[src/include/boot_config.svh]
`ifndef BOOT_CONFIG_SVH
`define BOOT_CONFIG_SVH

// Program image length in 16-bit words
`define BOOT_WORDS 64

// Extra cycles a flash read needs before data is valid
`define FLASH_WAIT 3

// Extra cycles per SRAM access
`define RAM_WAIT 1

// Word address widths
`define FLASH_AW 22
`define RAM_AW 18

`endif

[src/source/boot_pkg.sv]
`default_nettype none

`include "boot_config.svh"

package boot_pkg;

	typedef logic [15:0] word_t;

	typedef logic [`FLASH_AW-1:0] flash_addr_t;

	typedef logic [`RAM_AW-1:0] ram_addr_t;

	// Store side of the copier
	typedef enum logic [1:0] {
		copy_idle,
		copy_fetch,
		copy_store,
		copy_done
	} copy_state_t;

	typedef enum logic {
		owner_boot,
		owner_host
	} ram_owner_t;

endpackage

`default_nettype wire

[src/source/mem_req_if.sv]
`timescale 1ns/1ps
`default_nettype none

`include "boot_config.svh"

// Four-phase req/ack channel, one transfer in flight
interface mem_req_if #(
	parameter int addr_w = `RAM_AW
);

	logic              req;
	logic              ack;
	logic              we;
	logic [addr_w-1:0] addr;
	boot_pkg::word_t   wdata;
	boot_pkg::word_t   rdata;

	modport master (
		output req,
		output we,
		output addr,
		output wdata,
		input  ack,
		input  rdata
	);

	modport slave (
		input  req,
		input  we,
		input  addr,
		input  wdata,
		output ack,
		output rdata
	);

endinterface

`default_nettype wire

[src/source/boot_copier.sv]
`timescale 1ns/1ps
`default_nettype none

`include "boot_config.svh"

module boot_copier (
	input  logic                clk,
	input  logic                reset,
	mem_req_if.master           flash_ch,
	mem_req_if.master           boot_ch,
	output logic                boot_done,
	output boot_pkg::ram_addr_t copy_addr
);

	localparam int last_word = `BOOT_WORDS - 1;

	boot_pkg::copy_state_t state;
	boot_pkg::flash_addr_t fetch_idx;
	boot_pkg::word_t       word_buf;
	logic                  buf_full;
	logic                  fetch_start;
	logic                  fetch_end;
	logic                  store_start;

	// Flash side never writes, SRAM side never reads
	assign flash_ch.we = 1'b0;
	assign flash_ch.wdata = '0;
	assign boot_ch.we = 1'b1;
	assign boot_ch.addr = copy_addr;

	assign fetch_start = !flash_ch.req && !flash_ch.ack && state != boot_pkg::copy_idle
		&& fetch_idx < boot_pkg::flash_addr_t'(`BOOT_WORDS);
	// Word is held in the ack phase until the buffer is free
	assign fetch_end = flash_ch.req && flash_ch.ack && !buf_full;
	assign store_start = state == boot_pkg::copy_fetch && buf_full;

	// Fetch side runs ahead of the store by one word
	always_ff @(posedge clk) begin
		if (reset) begin
			flash_ch.req <= 1'b0;
			fetch_idx <= '0;
			buf_full <= 1'b0;
		end else begin
			if (fetch_start) begin
				flash_ch.req <= 1'b1;
				fetch_idx <= fetch_idx + 1'b1;
			end else if (fetch_end) begin
				flash_ch.req <= 1'b0;
			end
			if (fetch_end) begin
				buf_full <= 1'b1;
			end else if (store_start) begin
				buf_full <= 1'b0;
			end
		end
	end

	always_ff @(posedge clk) begin
		if (fetch_start) begin
			flash_ch.addr <= fetch_idx;
		end
		if (fetch_end) begin
			word_buf <= flash_ch.rdata;
		end
		if (store_start) begin
			boot_ch.wdata <= word_buf;
		end
	end

	always_ff @(posedge clk) begin
		if (reset) begin
			state <= boot_pkg::copy_idle;
			copy_addr <= '0;
			boot_ch.req <= 1'b0;
			boot_done <= 1'b0;
		end else begin
			case (state)
				boot_pkg::copy_idle: begin
					state <= boot_pkg::copy_fetch;
				end
				boot_pkg::copy_fetch: begin
					if (buf_full) begin
						boot_ch.req <= 1'b1;
						state <= boot_pkg::copy_store;
					end
				end
				boot_pkg::copy_store: begin
					if (boot_ch.req && boot_ch.ack) begin
						boot_ch.req <= 1'b0;
					end else if (!boot_ch.req && !boot_ch.ack) begin
						// Store cycle closed
						if (copy_addr == boot_pkg::ram_addr_t'(last_word)) begin
							boot_done <= 1'b1;
							state <= boot_pkg::copy_done;
						end else begin
							copy_addr <= copy_addr + 1'b1;
							state <= boot_pkg::copy_fetch;
						end
					end
				end
				boot_pkg::copy_done: begin
					boot_done <= 1'b1;
				end
				default: begin
					state <= boot_pkg::copy_idle;
				end
			endcase
		end
	end

	addr_in_image: assert property (
		@(posedge clk) disable iff (reset)
		copy_addr <= boot_pkg::ram_addr_t'(last_word)
	) else $error("boot_copier: copy address ran past the image");

endmodule

`default_nettype wire

[src/source/boot_mem_top.sv]
`timescale 1ns/1ps
`default_nettype none

`include "boot_config.svh"

module boot_mem_top (
	input  logic                  clk,
	input  logic                  reset,
	output boot_pkg::flash_addr_t flash_addr,
	input  boot_pkg::word_t       flash_rdata,
	output logic                  flash_ce,
	output logic                  flash_oe,
	output boot_pkg::ram_addr_t   ram_addr,
	output boot_pkg::word_t       ram_wdata,
	input  boot_pkg::word_t       ram_rdata,
	output logic                  ram_en,
	output logic                  ram_oe,
	output logic                  ram_we,
	input  logic                  host_req,
	input  logic                  host_we,
	input  boot_pkg::ram_addr_t   host_addr,
	input  boot_pkg::word_t       host_wdata,
	output logic                  host_ack,
	output boot_pkg::word_t       host_rdata,
	output logic [6:0]            seg_hi,
	output logic [6:0]            seg_lo,
	output logic                  boot_done
);

	boot_pkg::ram_addr_t copy_addr;

	mem_req_if #(.addr_w(`FLASH_AW)) flash_ch ();
	mem_req_if #(.addr_w(`RAM_AW)) boot_ch ();

	flash_reader flash_reader_inst (
		.clk(clk),
		.reset(reset),
		.flash_ch(flash_ch.slave),
		.flash_addr(flash_addr),
		.flash_rdata(flash_rdata),
		.flash_ce(flash_ce),
		.flash_oe(flash_oe)
	);

	boot_copier boot_copier_inst (
		.clk(clk),
		.reset(reset),
		.flash_ch(flash_ch.master),
		.boot_ch(boot_ch.master),
		.boot_done(boot_done),
		.copy_addr(copy_addr)
	);

	// SRAM goes to the host once boot_done is up
	ram_port ram_port_inst (
		.clk(clk),
		.reset(reset),
		.boot_ch(boot_ch.slave),
		.boot_done(boot_done),
		.host_req(host_req),
		.host_we(host_we),
		.host_addr(host_addr),
		.host_wdata(host_wdata),
		.host_ack(host_ack),
		.host_rdata(host_rdata),
		.ram_addr(ram_addr),
		.ram_wdata(ram_wdata),
		.ram_rdata(ram_rdata),
		.ram_en(ram_en),
		.ram_oe(ram_oe),
		.ram_we(ram_we)
	);

	// Low byte of the copy address on the two digits
	seg_decoder seg_hi_inst (
		.nibble(copy_addr[7:4]),
		.seg(seg_hi)
	);

	seg_decoder seg_lo_inst (
		.nibble(copy_addr[3:0]),
		.seg(seg_lo)
	);

endmodule

`default_nettype wire

[src/source/flash_reader.sv]
`timescale 1ns/1ps
`default_nettype none

`include "boot_config.svh"

module flash_reader (
	input  logic                  clk,
	input  logic                  reset,
	mem_req_if.slave              flash_ch,
	output boot_pkg::flash_addr_t flash_addr,
	input  boot_pkg::word_t       flash_rdata,
	output logic                  flash_ce,
	output logic                  flash_oe
);

	localparam int cnt_w = $clog2(`FLASH_WAIT + 1) + 1;

	logic [cnt_w-1:0] wait_cnt;
	logic             busy;
	logic             accept;
	logic             last_wait;

	assign accept = !busy && !flash_ch.ack && flash_ch.req;
	assign last_wait = busy && wait_cnt == cnt_w'(`FLASH_WAIT);

	// Chip stays selected for the whole read
	assign flash_ce = busy;
	assign flash_oe = busy;

	always_ff @(posedge clk) begin
		if (reset) begin
			busy <= 1'b0;
			wait_cnt <= '0;
			flash_ch.ack <= 1'b0;
		end else if (accept) begin
			busy <= 1'b1;
			wait_cnt <= '0;
		end else if (last_wait) begin
			busy <= 1'b0;
			flash_ch.ack <= 1'b1;
		end else if (busy) begin
			wait_cnt <= wait_cnt + 1'b1;
		end else if (flash_ch.ack && !flash_ch.req) begin
			// Master has taken the word
			flash_ch.ack <= 1'b0;
		end
	end

	always_ff @(posedge clk) begin
		if (accept) begin
			flash_addr <= flash_ch.addr;
		end
		if (last_wait) begin
			flash_ch.rdata <= flash_rdata;
		end
	end

	ack_needs_req: assert property (
		@(posedge clk) disable iff (reset)
		$rose(flash_ch.ack) |-> flash_ch.req
	) else $error("flash_reader: ack raised with no pending request");

endmodule

`default_nettype wire

[src/source/ram_port.sv]
`timescale 1ns/1ps
`default_nettype none

`include "boot_config.svh"

module ram_port (
	input  logic                clk,
	input  logic                reset,
	mem_req_if.slave            boot_ch,
	input  logic                boot_done,
	input  logic                host_req,
	input  logic                host_we,
	input  boot_pkg::ram_addr_t host_addr,
	input  boot_pkg::word_t     host_wdata,
	output logic                host_ack,
	output boot_pkg::word_t     host_rdata,
	output boot_pkg::ram_addr_t ram_addr,
	output boot_pkg::word_t     ram_wdata,
	input  boot_pkg::word_t     ram_rdata,
	output logic                ram_en,
	output logic                ram_oe,
	output logic                ram_we
);

	localparam int cnt_w = $clog2(`RAM_WAIT + 1) + 1;

	boot_pkg::ram_owner_t owner;
	boot_pkg::ram_addr_t  sel_addr;
	boot_pkg::word_t      sel_wdata;
	boot_pkg::word_t      rd_data;
	logic [cnt_w-1:0]     wait_cnt;
	logic                 granted;
	logic                 active;
	logic                 acc_we;
	logic                 sel_we;
	logic                 grant_boot;
	logic                 grant_host;
	logic                 last_wait;
	logic                 owner_req;

	// Copier first; host only once boot is over
	assign grant_boot = !granted && boot_ch.req;
	assign grant_host = !granted && !boot_ch.req && boot_done && host_req;
	assign last_wait = active && wait_cnt == cnt_w'(`RAM_WAIT);
	assign owner_req = (owner == boot_pkg::owner_boot) ? boot_ch.req : host_req;

	assign sel_we = grant_boot ? boot_ch.we : host_we;
	assign sel_addr = grant_boot ? boot_ch.addr : host_addr;
	assign sel_wdata = grant_boot ? boot_ch.wdata : host_wdata;

	assign boot_ch.rdata = rd_data;
	assign host_rdata = rd_data;

	always_ff @(posedge clk) begin
		if (reset) begin
			owner <= boot_pkg::owner_boot;
			granted <= 1'b0;
			active <= 1'b0;
			wait_cnt <= '0;
			ram_en <= 1'b0;
			ram_oe <= 1'b0;
			ram_we <= 1'b0;
			boot_ch.ack <= 1'b0;
			host_ack <= 1'b0;
		end else if (grant_boot || grant_host) begin
			owner <= grant_boot ? boot_pkg::owner_boot : boot_pkg::owner_host;
			granted <= 1'b1;
			active <= 1'b1;
			wait_cnt <= '0;
			ram_en <= 1'b1;
			ram_oe <= !sel_we;
			ram_we <= sel_we && (`RAM_WAIT == 0);
		end else if (last_wait) begin
			active <= 1'b0;
			ram_en <= 1'b0;
			ram_oe <= 1'b0;
			ram_we <= 1'b0;
			if (owner == boot_pkg::owner_boot) begin
				boot_ch.ack <= 1'b1;
			end else begin
				host_ack <= 1'b1;
			end
		end else if (active) begin
			wait_cnt <= wait_cnt + 1'b1;
			// Write strobe only in the last cycle, address already settled
			ram_we <= acc_we && (wait_cnt + 1'b1 == cnt_w'(`RAM_WAIT));
		end else if (granted && !owner_req) begin
			granted <= 1'b0;
			boot_ch.ack <= 1'b0;
			host_ack <= 1'b0;
		end
	end

	always_ff @(posedge clk) begin
		if (grant_boot || grant_host) begin
			ram_addr <= sel_addr;
			ram_wdata <= sel_wdata;
			acc_we <= sel_we;
		end
		if (last_wait && !acc_we) begin
			rd_data <= ram_rdata;
		end
	end

	no_we_with_oe: assert property (
		@(posedge clk) disable iff (reset)
		!(ram_we && ram_oe)
	) else $error("ram_port: ram_we and ram_oe high together");

	host_after_boot: assert property (
		@(posedge clk) disable iff (reset)
		host_ack |-> boot_done
	) else $error("ram_port: host served before boot finished");

endmodule

`default_nettype wire

[src/source/seg_decoder.sv]
`timescale 1ns/1ps
`default_nettype none

// Bit 0 is segment a, bit 6 is segment g
module seg_decoder (
	input  logic [3:0] nibble,
	output logic [6:0] seg
);

	always_comb begin
		case (nibble)
			4'h0: seg = 7'b0111111;
			4'h1: seg = 7'b0000110;
			4'h2: seg = 7'b1011011;
			4'h3: seg = 7'b1001111;
			4'h4: seg = 7'b1100110;
			4'h5: seg = 7'b1101101;
			4'h6: seg = 7'b1111101;
			4'h7: seg = 7'b0000111;
			4'h8: seg = 7'b1111111;
			4'h9: seg = 7'b1101111;
			4'ha: seg = 7'b1110111;
			4'hb: seg = 7'b1111100;
			4'hc: seg = 7'b0111001;
			4'hd: seg = 7'b1011110;
			4'he: seg = 7'b1111001;
			default: seg = 7'b1110001;
		endcase
	end

endmodule

`default_nettype wire
[config.mk]
export PLATFORM = sky130hd
export DESIGN_NAME = boot_mem_top
export DESIGN_NICKNAME = d
export VERILOG_FILES = /design/src/source/boot_pkg.sv /design/src/source/mem_req_if.sv /design/src/source/boot_copier.sv /design/src/source/boot_mem_top.sv /design/src/source/flash_reader.sv /design/src/source/ram_port.sv /design/src/source/seg_decoder.sv
export VERILOG_INCLUDE_DIRS = /design/src /design/src/include
export SDC_FILE = /design/constraint.sdc
export NUM_CORES = 1
export LEC_CHECK = 0
export BUFFER_PORTS_ARGS = -buffer_cell sky130_fd_sc_hd__buf_2
export CORE_UTILIZATION = 55
export DETAILED_ROUTE_END_ITERATION = 8
export PLACE_DENSITY = 0.9
export SYNTH_ARGS = -nofsm -noshare
export SYNTH_HDL_FRONTEND = slang
export SYNTH_HIERARCHICAL = 1
export SYNTH_SLANG_ARGS = --single-unit
[constraint.sdc]
create_clock -name clk -period 3.15 [get_ports clk]
set_input_delay 0.63 -clock clk [delete_from_list [all_inputs] [get_ports clk]]
set_output_delay 0.63 -clock clk [all_outputs]
set_load 0.005 [all_outputs]
==> impl_metrics.env <==
export IMPL_drt_iter0_drc=300
export IMPL_grt_start_max_net_pins=61
export IMPL_drive_gt1_share_pct=35.16
export IMPL_fmax_mhz=357.8
export IMPL_finalClockSkew_ns=0.02307
export IMPL_chipWidth_um=123.6
export IMPL_grt_pass1_wl_um=22510
export IMPL_powerDensity_mw_per_mm2=619.3
export IMPL_fillerInstances=987
export IMPL_clock_sinks=203
export IMPL_num_io_pins=163
export IMPL_worstPathArrival_ns=2.16
export IMPL_setup_violations=0
export IMPL_critical_path_startpoint_type="flop"
export IMPL_cellLeakagePower_nw=3.582
export IMPL_final_common_cell="buf_2"
export IMPL_stdcell_area_mm2=0.009499
export IMPL_cts_root_buf="clkbuf_16"
export IMPL_io_buffers=162
export IMPL_post_place_ws_ns=0.8300
export IMPL_finalCritPeriodShare_pct=88.73
export IMPL_netlist_area_mm2=0.008137
export IMPL_path_clk_slew_ns=0.06
export IMPL_worst_pin_slew_ns=1.073
export IMPL_grt_pass1_vias=4619
export IMPL_max_vdd_ir_drop_mv=0.4936
export IMPL_rsz0062_at_grt="no"
export IMPL_placed_cell_area_mm2=0.008904
export IMPL_place_congestion=0.8577
export IMPL_drtPass1Iterations=4
export IMPL_cts_tree="done"
export IMPL_avgSynthCellArea_um2=14.74
export IMPL_antenna_found_initial=1
export IMPL_vias=4801
export IMPL_final_cell_mix="162 x buf_2, 143 x edfxtp_1, 60 x dfxtp_1"
export IMPL_syn_num_nets=647
export IMPL_rows=44
export IMPL_cap_violations=0
export IMPL_slew_violations=0
export IMPL_synth_cells=552
export IMPL_postCtsSetupBuffers=0
export IMPL_cts_buffers=20
export IMPL_finalHoldViolations=0
export IMPL_timing_final_ws_setup_ns=0.3551
export IMPL_ff_latch_area_mm2=0.005495
export IMPL_drc=0
export IMPL_tns_ns=0
export IMPL_crit_fanout=10
export IMPL_htree_levels=1
export IMPL_relSlewSlack_pct=28.44
export IMPL_area_growth_pct=16.75
export IMPL_worst_hold_slack_ns=0.3154
export IMPL_hold_buffers=0
export IMPL_initial_core_util_pct=56.20
export IMPL_grt_usage_pct=19.02
export IMPL_clk_latency_ns=0.49
export IMPL_cts_resized=0
export IMPL_clk_path_buf_depth=3
export IMPL_routed_wl_um=14960
export IMPL_die_area_mm2=0.01528
export IMPL_overflow=0
export IMPL_core_area_mm2=0.01448
export IMPL_postRouteAntennaNets=0
export IMPL_crit_required_ns=2.52
export IMPL_endpoint_kind="output pin"
export IMPL_final_nets=792
export IMPL_holdCritPathClass="input port to flop"
export IMPL_via_per_inst=5.358
export IMPL_status="complete, no violations"
export IMPL_hpwlAfterDp_um=10440
export IMPL_critical_path_class="flop to output pin"
export IMPL_wl_per_cell_um=16.70
export IMPL_multiInputGateArea_mm2=0.002258
export IMPL_fin_crit_ns=2.795
export IMPL_synth_warnings=6
export IMPL_chipHeight_um=123.6
==> where the power goes <==
part,leakage [nW],internal [mW],switching [mW]
clock,0.283,1.21,0.929
combinational,1.50,0.244,0.306
sequential,1.80,3.10,0.0910
==> metrics by stage <==
| step | instances | power, mW | utilization, % |
|---|---|---|---|
| 6_report | 896 | 5.883 | 65.61 |
| 5_1_grt | 896 | 6.099 | 65.61 |
| 4_1_cts | 895 | 5.937 | 65.59 |
| 3_5_place_dp | 859 | 3.806 | 61.49 |
| 3_3_place_gp | 859 | 3.759 | 61.49 |
| 2_1_floorplan | 552 | 3.564 | - |
==> metal layers <==
layer / track usage, % / wire, µm / share of wire [%]
met5: 0 / 0 / 0
met4: 7.154 / 345 / 2.3
met3: 2.381 / 801 / 5.4
met2: 33.47 / 7825 / 52
met1: 23.97 / 5988 / 40
==> area by class of cell <==
type | count | area share [%]
multi-input combinational | 284 | 23.78
timing repair buffer | 165 | 8.772
clock buffer | 29 | 5.730
antenna | 1 | 0.02634
clock inverter | 7 | 0.5137
sequential | 203 | 57.85
inverter | 23 | 0.9089
tap | 184 | 2.424
==> worst max-delay path: stages, from the launching register on <==
cell	delay [ns]
dfxtp_1	0.53
inv_1	0.17
ha_1	0.34
mux4_1	0.50
buf_2	0.14
==> registers in the layout, summed over array words and instances (netlist names), 3 cells and up <==
signal	cells
boot_copier_inst/boot_ch.addr	18
flash_reader_inst/flash_addr	22
boot_copier_inst/boot_ch.wdata	16
flash_reader_inst/flash_ch.rdata	16
ram_port_inst/boot_ch.rdata	16
boot_copier_inst/fetch_idx	22
boot_copier_inst/flash_ch.addr	22
boot_copier_inst/word_buf	16
flash_reader_inst/wait_cnt	3
ram_port_inst/ram_addr	18
ram_port_inst/ram_wdata	16
==> worst paths after layout <==
path / startpoint / end / cells after the start / slack (ns)
max: boot_copier_inst/boot_ch.addr[0] / seg_lo[3] / 4 / 0.36
min: ram_rdata[13] / ram_port_inst/boot_ch.rdata[13] / 1 / 0.32
max reg2reg: boot_copier_inst/state[0] / boot_copier_inst/fetch_idx[4] / 8 / 0.81
min reg2reg: boot_copier_inst/word_buf[3] / boot_copier_inst/boot_ch.wdata[3] / 0 / 0.41
(Power assumes the default switching activity.)
